File: config.mk
export PLATFORM = sky130hd
export DESIGN_NAME = blob_detector
export DESIGN_NICKNAME = d
export VERILOG_FILES = /design/src/blob_pkg.sv /design/src/blob_detector.sv /design/src/report_writer.sv /design/src/object_table.sv /design/src/run_labeler.sv /design/src/run_intake.sv
export SDC_FILE = /design/constraint.sdc
export NUM_CORES = 2
export LEC_CHECK = 0
export ABC_CLOCK_PERIOD_IN_PS = 10300
export BUFFER_PORTS_ARGS = -buffer_cell sky130_fd_sc_hd__buf_4
export CAP_MARGIN = 5
export CORE_MARGIN = 5
export CORE_UTILIZATION = 45
export CTS_CLUSTER_DIAMETER = 200
export CTS_CLUSTER_SIZE = 28
export DETAILED_ROUTE_END_ITERATION = 8
export PLACE_DENSITY = 0.67
export SLEW_MARGIN = 15
export SYNTH_ARGS = -nofsm -noshare
export SYNTH_HDL_FRONTEND = slang
export SYNTH_HIERARCHICAL = 1
export SYNTH_SLANG_ARGS = --single-unit
File: constraint.sdc
create_clock -name clk -period 10.3 [get_ports clk]
set_clock_uncertainty 0.05 [all_clocks]
set_input_delay 1.545 -clock clk [delete_from_list [all_inputs] [get_ports clk]]
set_output_delay 1.545 -clock clk [all_outputs]
set_load 0.01 [all_outputs]
File: src/blob_pkg.sv
package blob_pkg;

  // pixel geometry
  localparam int COL_W     = 11;
  localparam int ROW_W     = 11;
  localparam int MASS_W    = 21;

  // per-frame limits
  localparam int MAX_OBJS  = 16;
  localparam int LABEL_W   = 4;
  localparam int MAX_RUNS  = 16;
  localparam int RUN_IDX_W = 4;
  localparam int MIN_MASS  = 8;  // report only above this

  // flow control
  localparam int IN_DEPTH    = 4;
  localparam int IN_PTR_W    = 2;
  localparam int OUT_CREDITS = 4;
  localparam int CREDIT_W    = 3;

  // token layout: {event, start, end} or {event, ..., frame}
  localparam int TOKEN_W       = 23;
  localparam int TOK_EVENT_BIT = 22;
  localparam int TOK_FRAME_BIT = 0;
  localparam int TOK_START_LSB = 11;

  localparam int WORD_W = 32;

  typedef enum logic [1:0] {
    idle,
    search,
    stall_full,  // row run memory full, drop runs until row end
    frame_wait
  } label_state_t;

endpackage
File: src/blob_detector.sv
`timescale 1ns/1ns

module blob_detector import blob_pkg::*; (
  input  logic               clk,
  input  logic               rst,
  input  logic               in_valid,
  input  logic [TOKEN_W-1:0] in_token,
  output logic               in_credit,
  output logic               out_valid,
  output logic [WORD_W-1:0]  out_data,
  output logic               out_last,
  input  logic               out_credit
);

  logic               tok_valid;
  logic [TOKEN_W-1:0] tok_data;
  logic               tok_pop;
  logic               upd_valid;
  logic               upd_new;
  logic [LABEL_W-1:0] upd_label;
  logic [COL_W-1:0]   upd_start;
  logic [COL_W-1:0]   upd_end;
  logic [ROW_W-1:0]   upd_row;
  logic               frame_end;
  logic               scan_done;
  logic               rec_ready;
  logic               rec_valid;
  logic [MASS_W-1:0]  rec_mass;
  logic [COL_W-1:0]   rec_min_x;
  logic [COL_W-1:0]   rec_max_x;
  logic [ROW_W-1:0]   rec_min_y;
  logic [ROW_W-1:0]   rec_max_y;
  logic               count_valid;
  logic [LABEL_W:0]   count;

  run_intake u_intake (
    .clk(clk), .rst(rst), .in_valid(in_valid), .in_token(in_token),
    .in_credit(in_credit), .tok_valid(tok_valid), .tok_data(tok_data), .tok_pop(tok_pop)
  );

  run_labeler u_labeler (
    .clk(clk), .rst(rst), .tok_valid(tok_valid), .tok_data(tok_data), .tok_pop(tok_pop),
    .upd_valid(upd_valid), .upd_new(upd_new), .upd_label(upd_label),
    .upd_start(upd_start), .upd_end(upd_end), .upd_row(upd_row),
    .frame_end(frame_end), .scan_done(scan_done)
  );

  object_table u_table (
    .clk(clk), .rst(rst), .upd_valid(upd_valid), .upd_new(upd_new), .upd_label(upd_label),
    .upd_start(upd_start), .upd_end(upd_end), .upd_row(upd_row),
    .frame_end(frame_end), .scan_done(scan_done), .rec_ready(rec_ready),
    .rec_valid(rec_valid), .rec_mass(rec_mass), .rec_min_x(rec_min_x),
    .rec_max_x(rec_max_x), .rec_min_y(rec_min_y), .rec_max_y(rec_max_y),
    .count_valid(count_valid), .count(count)
  );

  report_writer u_writer (
    .clk(clk), .rst(rst), .rec_valid(rec_valid), .rec_mass(rec_mass),
    .rec_min_x(rec_min_x), .rec_max_x(rec_max_x), .rec_min_y(rec_min_y),
    .rec_max_y(rec_max_y), .count_valid(count_valid), .count(count),
    .rec_ready(rec_ready), .out_valid(out_valid), .out_data(out_data),
    .out_last(out_last), .out_credit(out_credit)
  );

endmodule

File: src/report_writer.sv
`timescale 1ns/1ns

module report_writer import blob_pkg::*; (
  input  logic              clk,
  input  logic              rst,
  input  logic              rec_valid,
  input  logic [MASS_W-1:0] rec_mass,
  input  logic [COL_W-1:0]  rec_min_x,
  input  logic [COL_W-1:0]  rec_max_x,
  input  logic [ROW_W-1:0]  rec_min_y,
  input  logic [ROW_W-1:0]  rec_max_y,
  input  logic              count_valid,
  input  logic [LABEL_W:0]  count,
  output logic              rec_ready,
  output logic              out_valid,
  output logic [WORD_W-1:0] out_data,
  output logic              out_last,
  input  logic              out_credit
);

  logic [WORD_W-1:0]   words [3];  // words[0] goes out next
  logic [1:0]          rem;
  logic                is_count;
  logic [CREDIT_W-1:0] credits;

  assign rec_ready = (rem == 2'd0);
  assign out_valid = (rem != 2'd0) && (credits != '0);
  assign out_data  = words[0];
  assign out_last  = out_valid && is_count;

  always_ff @(posedge clk) begin
    if (rst) begin
      rem      <= 2'd0;
      is_count <= 1'b0;
      credits  <= CREDIT_W'(OUT_CREDITS);
    end else begin
      credits <= credits - CREDIT_W'(out_valid) + CREDIT_W'(out_credit);
      if (rec_ready) begin
        if (rec_valid) begin
          rem      <= 2'd3;
          is_count <= 1'b0;
        end else if (count_valid) begin
          rem      <= 2'd1;
          is_count <= 1'b1;
        end
      end else if (out_valid) begin
        rem <= rem - 1'b1;
      end
    end
  end

  always_ff @(posedge clk) begin
    if (rec_ready && rec_valid) begin
      words[0] <= WORD_W'(rec_mass);
      words[1] <= {{(WORD_W/2-COL_W){1'b0}}, rec_max_x, {(WORD_W/2-COL_W){1'b0}}, rec_min_x};
      words[2] <= {{(WORD_W/2-ROW_W){1'b0}}, rec_max_y, {(WORD_W/2-ROW_W){1'b0}}, rec_min_y};
    end else if (rec_ready && count_valid) begin
      words[0] <= WORD_W'(count);
    end else if (out_valid) begin  // shift next word up
      words[0] <= words[1];
      words[1] <= words[2];
    end
  end

endmodule

File: src/object_table.sv
`timescale 1ns/1ns

module object_table import blob_pkg::*; (
  input  logic               clk,
  input  logic               rst,
  input  logic               upd_valid,
  input  logic               upd_new,
  input  logic [LABEL_W-1:0] upd_label,
  input  logic [COL_W-1:0]   upd_start,
  input  logic [COL_W-1:0]   upd_end,
  input  logic [ROW_W-1:0]   upd_row,
  input  logic               frame_end,
  output logic               scan_done,
  input  logic               rec_ready,
  output logic               rec_valid,
  output logic [MASS_W-1:0]  rec_mass,
  output logic [COL_W-1:0]   rec_min_x,
  output logic [COL_W-1:0]   rec_max_x,
  output logic [ROW_W-1:0]   rec_min_y,
  output logic [ROW_W-1:0]   rec_max_y,
  output logic               count_valid,
  output logic [LABEL_W:0]   count
);

  logic [MASS_W-1:0]   mass_mem  [MAX_OBJS];
  logic [COL_W-1:0]    min_x_mem [MAX_OBJS];
  logic [COL_W-1:0]    max_x_mem [MAX_OBJS];
  logic [ROW_W-1:0]    min_y_mem [MAX_OBJS];
  logic [ROW_W-1:0]    max_y_mem [MAX_OBJS];
  logic [MAX_OBJS-1:0] used;

  logic               scanning;
  logic [LABEL_W:0]   scan_idx;
  logic [LABEL_W:0]   obj_cnt;
  logic [LABEL_W-1:0] sel;
  logic [MASS_W-1:0]  run_len;
  logic               scan_end;
  logic               reportable;
  logic               can_emit;
  logic               emit_rec;
  logic               emit_count;

  assign run_len = MASS_W'(upd_end) - MASS_W'(upd_start) + MASS_W'(1);

  assign sel        = scan_idx[LABEL_W-1:0];
  assign scan_end   = scan_idx[LABEL_W];
  assign reportable = used[sel] && (mass_mem[sel] > MASS_W'(MIN_MASS));
  // wait out the cycle in which the writer sees our last pulse
  assign can_emit   = rec_ready && !rec_valid && !count_valid;
  assign emit_rec   = scanning && !scan_end && reportable && can_emit;
  assign emit_count = scanning && scan_end && can_emit;

  // one-cycle read-modify-write per run
  always_ff @(posedge clk) begin
    if (upd_valid) begin
      if (upd_new) begin
        mass_mem[upd_label]  <= run_len;
        min_x_mem[upd_label] <= upd_start;
        max_x_mem[upd_label] <= upd_end;
        min_y_mem[upd_label] <= upd_row;  // fixed from here on
      end else begin
        mass_mem[upd_label] <= mass_mem[upd_label] + run_len;
        if (upd_start < min_x_mem[upd_label])
          min_x_mem[upd_label] <= upd_start;
        if (upd_end > max_x_mem[upd_label])
          max_x_mem[upd_label] <= upd_end;
      end
      max_y_mem[upd_label] <= upd_row;
    end
  end

  always_ff @(posedge clk) begin
    if (rst) begin
      used        <= '0;
      scanning    <= 1'b0;
      scan_idx    <= '0;
      obj_cnt     <= '0;
      rec_valid   <= 1'b0;
      count_valid <= 1'b0;
      scan_done   <= 1'b0;
    end else begin
      rec_valid   <= emit_rec;
      count_valid <= emit_count;
      scan_done   <= emit_count;
      if (upd_valid)
        used[upd_label] <= 1'b1;
      if (frame_end) begin
        scanning <= 1'b1;
        scan_idx <= '0;
        obj_cnt  <= '0;
      end else if (scanning) begin
        if (emit_count) begin
          scanning <= 1'b0;
          used     <= '0;  // labels restart at 0 next frame
        end else if (!scan_end && !reportable) begin
          scan_idx <= scan_idx + 1'b1;
        end else if (emit_rec) begin
          scan_idx <= scan_idx + 1'b1;
          obj_cnt  <= obj_cnt + 1'b1;
        end
      end
    end
  end

  always_ff @(posedge clk) begin
    if (emit_rec) begin
      rec_mass  <= mass_mem[sel];
      rec_min_x <= min_x_mem[sel];
      rec_max_x <= max_x_mem[sel];
      rec_min_y <= min_y_mem[sel];
      rec_max_y <= max_y_mem[sel];
    end
    if (emit_count)
      count <= obj_cnt;
  end

endmodule

File: src/run_labeler.sv
`timescale 1ns/1ns

module run_labeler import blob_pkg::*; (
  input  logic               clk,
  input  logic               rst,
  input  logic               tok_valid,
  input  logic [TOKEN_W-1:0] tok_data,
  output logic               tok_pop,
  output logic               upd_valid,
  output logic               upd_new,
  output logic [LABEL_W-1:0] upd_label,
  output logic [COL_W-1:0]   upd_start,
  output logic [COL_W-1:0]   upd_end,
  output logic [ROW_W-1:0]   upd_row,
  output logic               frame_end,
  input  logic               scan_done
);

  // two banks of runs, bank bit is the msb of the address
  logic [COL_W-1:0]   start_mem [2*MAX_RUNS];
  logic [COL_W-1:0]   end_mem   [2*MAX_RUNS];
  logic [LABEL_W-1:0] label_mem [2*MAX_RUNS];

  label_state_t       state;
  logic               bank;       // bank of the current row
  logic               flip_pend;
  logic [ROW_W-1:0]   row;
  logic [RUN_IDX_W:0] cur_cnt;
  logic [RUN_IDX_W:0] prev_cnt;
  logic [RUN_IDX_W:0] idx;
  logic [LABEL_W:0]   next_label;
  logic [COL_W-1:0]   run_start;
  logic [COL_W-1:0]   run_end;
  logic               hit;
  logic [LABEL_W-1:0] hit_label;

  logic               take;
  logic               is_event;
  logic               is_frame;
  logic               walk_done;
  logic               overlap;
  logic               store;
  logic [RUN_IDX_W:0] rd_addr;
  logic [RUN_IDX_W:0] wr_addr;
  logic [COL_W:0]     prev_start;
  logic [COL_W:0]     prev_end_p1;
  logic [COL_W:0]     cur_end_p1;

  assign is_event = tok_data[TOK_EVENT_BIT];
  assign is_frame = tok_data[TOK_FRAME_BIT];
  assign take     = tok_valid && !flip_pend && (state == idle || state == stall_full);
  assign tok_pop  = take;

  assign rd_addr = {~bank, idx[RUN_IDX_W-1:0]};
  assign wr_addr = {bank, cur_cnt[RUN_IDX_W-1:0]};

  // 8-connected test against one previous-row run
  assign prev_start  = {1'b0, start_mem[rd_addr]};
  assign prev_end_p1 = {1'b0, end_mem[rd_addr]} + 1'b1;
  assign cur_end_p1  = {1'b0, run_end} + 1'b1;
  assign overlap     = (prev_start <= cur_end_p1) && (prev_end_p1 >= {1'b0, run_start});

  assign walk_done = hit || (idx == prev_cnt);
  // stored unless a fresh label is needed and none is left
  assign store     = (state == search) && walk_done && (hit || !next_label[LABEL_W]);

  always_ff @(posedge clk) begin
    if (rst) begin
      state      <= idle;
      bank       <= 1'b0;
      flip_pend  <= 1'b0;
      row        <= '0;
      cur_cnt    <= '0;
      prev_cnt   <= '0;
      next_label <= '0;
      idx        <= '0;
      hit        <= 1'b0;
      upd_valid  <= 1'b0;
      frame_end  <= 1'b0;
    end else begin
      upd_valid <= 1'b0;
      frame_end <= 1'b0;

      if (flip_pend) begin  // second cycle of a row event
        bank      <= ~bank;
        prev_cnt  <= cur_cnt;
        cur_cnt   <= '0;
        row       <= row + 1'b1;
        flip_pend <= 1'b0;
      end

      case (state)
        idle, stall_full: begin
          if (take) begin
            if (is_event) begin
              state <= is_frame ? frame_wait : idle;
              frame_end <= is_frame;
              flip_pend <= !is_frame;
            end else if (state == idle) begin
              idx   <= '0;
              hit   <= 1'b0;
              state <= search;
            end
          end
        end
        search: begin
          if (walk_done) begin
            state <= idle;
            if (store) begin
              upd_valid <= 1'b1;
              cur_cnt   <= cur_cnt + 1'b1;
              if (!hit)
                next_label <= next_label + 1'b1;
              if (cur_cnt == (RUN_IDX_W+1)'(MAX_RUNS - 1))
                state <= stall_full;
            end
          end else begin
            if (overlap)
              hit <= 1'b1;  // first overlap wins
            idx <= idx + 1'b1;
          end
        end
        frame_wait: begin
          if (scan_done) begin
            next_label <= '0;
            row        <= '0;
            cur_cnt    <= '0;
            prev_cnt   <= '0;
            state      <= idle;
          end
        end
        default: state <= idle;
      endcase
    end
  end

  always_ff @(posedge clk) begin
    if (take && !is_event && state == idle) begin
      run_start <= tok_data[TOK_START_LSB +: COL_W];
      run_end   <= tok_data[COL_W-1:0];
    end
    if (state == search && !walk_done && overlap)
      hit_label <= label_mem[rd_addr];
    if (store) begin
      upd_new            <= !hit;
      upd_label          <= hit ? hit_label : next_label[LABEL_W-1:0];
      upd_start          <= run_start;
      upd_end            <= run_end;
      upd_row            <= row;
      start_mem[wr_addr] <= run_start;
      end_mem[wr_addr]   <= run_end;
      label_mem[wr_addr] <= hit ? hit_label : next_label[LABEL_W-1:0];
    end
  end

endmodule

File: src/run_intake.sv
`timescale 1ns/1ns

module run_intake import blob_pkg::*; (
  input  logic               clk,
  input  logic               rst,
  input  logic               in_valid,
  input  logic [TOKEN_W-1:0] in_token,
  output logic               in_credit,
  output logic               tok_valid,
  output logic [TOKEN_W-1:0] tok_data,
  input  logic               tok_pop
);

  logic [TOKEN_W-1:0]  mem [IN_DEPTH];
  logic [IN_PTR_W-1:0] wr_ptr;
  logic [IN_PTR_W-1:0] rd_ptr;
  logic [IN_PTR_W:0]   fill;
  logic                pop;

  assign pop       = tok_pop && tok_valid;
  assign tok_valid = (fill != '0);
  assign tok_data  = mem[rd_ptr];

  always_ff @(posedge clk) begin
    if (rst) begin
      wr_ptr    <= '0;
      rd_ptr    <= '0;
      fill      <= '0;
      in_credit <= 1'b0;
    end else begin
      if (in_valid)
        wr_ptr <= wr_ptr + 1'b1;
      if (pop)
        rd_ptr <= rd_ptr + 1'b1;
      fill      <= fill + (IN_PTR_W+1)'(in_valid) - (IN_PTR_W+1)'(pop);
      in_credit <= pop;  // credit goes back one cycle after the pop
    end
  end

  // source never sends without credit, so no full check here
  always_ff @(posedge clk) begin
    if (in_valid)
      mem[wr_ptr] <= in_token;
  end

endmodule

## Yosys cells after proc, flatten, opt, wreduce, memory -nomap -nowiden

Memory sizes are Yosys's and may differ from the RTL's. A register that Yosys moved wholly into a read port is not among the register bits.
Cells that the tools add are included.

| word-level totals | value |
|---|---|
| RAM bits | 2060 |
| register bits | 167 |
| memories | 10 |
| logic and storage cells | 257 |
| output and inout port bits | 35 |

Memory list:

| name | words | width | read ports | clocked after Yosys merged registers in | wr ports | line | source |
|---|---|---|---|---|---|---|---|
| u_labeler.end_mem | 32 | 11 | 1 | 0 | 1 | run_labeler.sv:21 | `logic [COL_W-1:0] end_mem [2*MAX_RUNS];` |
| u_labeler.start_mem | 32 | 11 | 1 | 0 | 1 | run_labeler.sv:20 | `logic [COL_W-1:0] start_mem [2*MAX_RUNS];` |
| u_table.mass_mem | 16 | 21 | 2 | 2 | 1 | object_table.sv:25 | `logic [MASS_W-1:0] mass_mem [MAX_OBJS];` |
| u_table.max_x_mem | 16 | 11 | 2 | 2 | 1 | object_table.sv:27 | `logic [COL_W-1:0] max_x_mem [MAX_OBJS];` |
| u_table.max_y_mem | 16 | 11 | 1 | 1 | 1 | object_table.sv:29 | `logic [ROW_W-1:0] max_y_mem [MAX_OBJS];` |
| u_table.min_x_mem | 16 | 11 | 2 | 2 | 1 | object_table.sv:26 | `logic [COL_W-1:0] min_x_mem [MAX_OBJS];` |
| 4 more memories | - | - | - | - | - | - |  |

| operators by class | value |
|---|---|
| magnitude comparators | 8 |
| add/subtract/negate cells | 18 |
| reduce and logical (&&, ||, !) cells | 59 |
| bitwise operators | 15 |
| equality and inequality tests | 16 |
| muxes and demuxes | 98 |

Operator list:

| kind | count |
|---|---|
| $mux W32 | 3 |
| $mux W5 | 17 |
| $mux W16 | 4 |
| $mux W11 | 5 |
| $mux W1 | 41 |
| $pmux W5 S2 | 3 |
| $mux W2 | 14 |
| $add A5 B1 Y5 const B | 5 |
| $add A11 B1 Y12 const B | 2 |
| $logic_and A1 B1 Y1 | 24 |
| $mux W4 | 6 |
| $add A21 B1 Y21 const B | 1 |
| $add A21 B21 Y21 | 1 |
| $gt A21 B4 Y1 const B | 1 |
| $mux W21 | 1 |
| $or A16 B16 Y16 | 1 |
| $ge A12 B11 Y1 | 1 |
| $le A11 B12 Y1 | 1 |
| $reduce_bool A2 Y1 | 6 |
| $sub A11 B11 Y12 | 1 |
| $add A11 B1 Y11 const B | 1 |
| $gt A11 B11 Y1 | 1 |
| $lt A11 B11 Y1 | 1 |
| $logic_not A1 Y1 | 10 |
| other kinds (30) | 63 |

## Depth between registers and ports, before layout

| depth | value |
|---|---|
| depth in word-level cells | 9 |
| depth in mapped cells | 22 |
| gate-level depth less buffers | 21 |

## Modules after synthesis

The synthesis kept the hierarchy.

Modules (own cells, without submodules):

| module | area each (um2) | instances | seq. area each (um2) | cells an instance |
|---|---|---|---|---|
| object_table | 50743.7 | 1 | 33992.6 | 2441 |
| run_labeler | 36746.5 | 1 | 27666.5 | 1758 |
| run_intake | 3849.9 | 1 | 2962.8 | 167 |
| report_writer | 3283.1 | 1 | 2252.2 | 274 |

## Worst setup path before layout

Ideal clock, no wire load.

| timing | value |
|---|---|
| path kind | reg-to-reg |
| start point | register u_labeler/upd_label[0] (netlist name) |
| end point | memory u_table.mass_mem[0][16] (data pin) |
| buffers on the path | 7 |
| arrival | 5.691 ns |
| library setup time | 0.297 ns |
| setup slack | 4.262 ns |
| stages on the path, launching flop included | 22 |
| data required time | 9.953 ns |
| cells stage by stage | edfxtp_1 -> buf_6 -> buf_8 -> buf_6 -> buf_4 -> clkbuf_1 -> clkbuf_1 -> buf_2 -> mux4_2 -> mux4_2 -> ha_1 -> fa_1 -> a211o_1 -> a21oi_1 -> o311ai_0 -> a31oi_1 -> and2b_1 -> o211a_1 -> a211oi_2 -> xnor2_1 -> nor2_1 -> xnor2_1 |

RTL lines:

| element | line |
|---|---|
| end: declaration | object_table.sv:25 |

## Worst setup path after layout

| timing | value |
|---|---|
| start point | register u_labeler.upd_end[0] |
| end point | memory u_table.mass_mem[9][19] (data pin) |

| on the way | value |
|---|---|
| longest elaborated chain between the ends | 4 |

Ends and longest elaborated chain:

| element | line | source |
|---|---|---|
| start: declaration | run_labeler.sv:13 | `output logic [COL_W-1:0] upd_end,` |
| start signal: assignment | run_labeler.sv:148 | `upd_end <= run_end;` |
| $sub A11 B11 Y12 (*) | object_table.sv:43 | `assign run_len = MASS_W'(upd_end) - MASS_W'(upd_start) + MASS_W'(1);` |
| $add A21 B1 Y21 (*) | object_table.sv:43 |  |
| $add A21 B21 Y21 | object_table.sv:62 | `mass_mem[upd_label] <= mass_mem[upd_label] + run_len;` |
| $mux W21 (no source line) (*) | - |  |

Every way passes the cells marked *; elsewhere a longest branch is shown, timed or not.

==> results.sh <==
export IMPL_clk_insertion_delay_late_ns=0.76
export IMPL_placementRows=168
export IMPL_yosysUniqueCellTypes=97
export IMPL_ant_nets=0
export IMPL_clkTransAtPathRegs_ns=0.10
export IMPL_grt_max_degree=122
export IMPL_synth_common_cells="edfxtp_1, mux4_2, nor2_1"
export IMPL_fill_cells=16900
export IMPL_synth_cells=4640
export IMPL_synthArstFlopShare_pct=0
export IMPL_yosysTopAreaCellShare_pct=68.8
export IMPL_maxSlewViolCount=0
export IMPL_drc=0
export IMPL_synth_flop_cell="edfxtp_1"
export IMPL_synth_seq_cells=2256
export IMPL_min_period_over_period_pct=69.7
export IMPL_cts_resized=0
export IMPL_cp_required_ns=10.67
export IMPL_powerDensity_nw_per_um2=207
export IMPL_r2r_start="u_labeler/upd_end[0]"
export IMPL_htree_levels=3
export IMPL_grt_overflow=0
export IMPL_crit_end="u_table/mass_mem[9][19]"
export IMPL_yosysWarnings=6
export IMPL_synth_area_sq_um=94600
export IMPL_syn_avg_cell_area_sq_um=20.4
export IMPL_io_pin_count=62
export IMPL_tns_ns=0
export IMPL_die_area_sq_um=220000
export IMPL_reg2regPathDepth=19
export IMPL_hpwl_mm=131
export IMPL_first_global_vias=46300
export IMPL_antenna_found_initial=11
export IMPL_postCtsSetupRepairBufs=0
export IMPL_drt_first_pass_iters=6
export IMPL_leakage_uw=0.0302
export IMPL_cp_end_kind="register"
export IMPL_cts_buffers=90
export IMPL_fin_crit_ns=7.18
export IMPL_cap_viol_max_count=0
export IMPL_ctsHoldBuffers=0
export IMPL_synth_edff_count=2169
export IMPL_dr_first_iter_drc_count=5303
export IMPL_syn2layout_area_growth_pct=6.77
export IMPL_arrival_ns=7.55
export IMPL_core_area_sq_um=209000
export IMPL_viasPerCell=6.14
export IMPL_num_vias=46000
export IMPL_grt_usage_pct=20.1
export IMPL_start_util_pct=45.2
export IMPL_ir_worst_vdd_uv=163
export IMPL_relSlewSlack_pct=18.0
export IMPL_place_gp_congestion=0.839
export IMPL_regToRegSetupSlack_ns=3.12
export IMPL_cts_tree="yes"
export IMPL_die_h_um=469
export IMPL_drive_gt1_share_pct=25.6
export IMPL_final_nets=4755
export IMPL_synth_seq_area_share_pct=70.7
export IMPL_fmax_mhz=139
export IMPL_cts_sinks=2256
export IMPL_hold_path_class="reg -> reg"
export IMPL_critPathLaunch="u_labeler/upd_end[0]"
export IMPL_tightest_slew_ns=1.23
export IMPL_synthTopCellsByArea="edfxtp_1, mux4_2, dfxtp_1"
export IMPL_cts_root_buf="clkbuf_16"
export IMPL_worst_setup_path_type="reg -> reg"
export IMPL_cp_max_fo=23
export IMPL_final_util_pct=48.3
export IMPL_drt_wl_total_mm=222
export IMPL_min_path_cells=0
export IMPL_finalSetupViolCount=0
export IMPL_synth_most_common_cell="edfxtp_1"
export IMPL_wl_per_cell_um=29.6
export IMPL_grt_pass1_wl_mm=323
export IMPL_die_w_um=469
export IMPL_max_clock_path_buffers=3
export IMPL_status="finished clean"
export IMPL_hold_viol_final=0
export IMPL_synth_area_leader_cell="edfxtp_1"
export IMPL_worst_setup_path_start_kind="register"
export IMPL_r2r_end="u_table/mass_mem[9][19]"
export IMPL_rsz0062_at_grt="no"
export IMPL_portBuffers=56
registers in the layout, summed over array words and instances (netlist names), 71 cells and up, named ones only:
| signal | cells |
|---|---|
| u_labeler/end_mem | 352 |
| u_labeler/label_mem | 128 |
| u_table/min_x_mem | 176 |
| u_table/min_y_mem | 176 |
| u_labeler/start_mem | 352 |
| u_table/max_x_mem | 176 |
| u_intake/mem | 92 |
| u_writer/words | 71 |
| u_table/max_y_mem | 176 |
| u_table/mass_mem | 336 |
layout make-up:
cell class	instances	area [sq um]	share of cell area, %
Sequential cell	2256	66900	66.2
Clock inverter	5	88.8	0.0879
Clock buffer	138	2450	2.43
Timing Repair Buffer	181	1440	1.43
Antenna cell	2	5.00	0.00495
Inverter	78	294	0.291
Tap cell	2805	3510	3.47
Multi-Input combinational cell	2026	26300	26.1
power breakdown:
group          total (uW)  switching (uW)  internal (uW)  leakage, uW
registers           11500             369          11100       0.0202
clock network        4340            2660           1680      0.00122
logic                5150            3010           2130      0.00870
per-layer routing:
layer / track usage [%] / part of all wire (%)
met1: 27.9 / 40
met2: 34.0 / 50
met3: 2.95 / 7.2
met4: 4.80 / 2.6
met5: 0 / 0
through the flow:
step | hold WS [ns] | power (uW) | instances | cell area, sq um | setup slack [ns]
6_report | 0.381 | 20900 | 7491 | 101000 | 3.12
5_1_grt | 0.394 | 21900 | 7490 | 101000 | 2.48
4_1_cts | 0.380 | 21100 | 7489 | 101000 | 3.20
3_5_place_dp | 0.355 | 16800 | 7346 | 98500 | 3.27
3_3_place_gp | 0.354 | 16700 | 7345 | 98400 | 3.46
2_1_floorplan | 0.350 | 15300 | 4644 | 94600 | 4.26
critical path, cell delays in order (launching register included):
cell,delay [ns]
edfxtp_1,0.62
inv_1,0.26
ha_1,0.22
inv_1,0.06
fa_1,0.41
a211oi_2,0.37
nor2_1,0.15
nor4_4,0.43
nand4b_4,0.15
a2111oi_4,0.68
or2_1,0.57
inv_2,0.34
ha_1,0.41
a21o_1,0.11
a31oi_1,0.07
o41ai_1,0.48
a22oi_1,0.22
nor3b_1,0.34
a2111oi_4,0.10
xnor2_1,0.77
cells by family (layout without fill, tap and decap cells):
logic type	after synthesis	in the layout	share of synthesized area, %
AND/OR/NAND/NOR	651	651	3.29
adder cells (fa/ha/maj)	95	95	1.29
other	1	7	0.00396
AO/OA/AOI/OAI	277	277	2.16
buffers and inverters	362	402	2.05
XOR/XNOR	80	80	0.764
flip-flops	2256	2256	70.7
multiplexers	918	918	19.8
worst min-delay path by stage:
stage / from / end
2_1_floorplan: u_table/rec_min_y[0] / u_writer/words[1][0]
3_3_place_gp: u_table/rec_max_y[9] / u_writer/words[1][25]
3_5_place_dp: u_table/rec_max_y[10] / u_writer/words[1][26]
4_1_cts: u_table/rec_max_y[10] / u_writer/words[1][26]
5_1_grt: u_table/rec_max_y[5] / u_writer/words[1][21]
6_report: u_table/rec_max_y[10] / u_writer/words[1][26]
placed cells by master (no fill, tap or decap), types with 12 or more instances in the layout:
master,n
edfxtp_1,2169
mux4_2,744
nand2_1,192
buf_4,174
mux2i_1,134
nor2_1,133
clkbuf_16,91
ha_1,91
inv_1,75
dfxtp_1,73
nor2_4,48
clkbuf_1,47
a21oi_1,44
nand3_1,43
xnor2_1,41
and2_1,36
xor2_1,35
o21ai_0,33
nor2b_1,31
nor2_2,30
mux2_2,29
o21a_1,29
nor3_1,20
nand4_1,17
and3_1,16
a22oi_1,15
a21o_1,14
a211oi_1,13
o211ai_1,12
nand2b_1,12
Note: power is estimated with default switching activity, not from simulation.
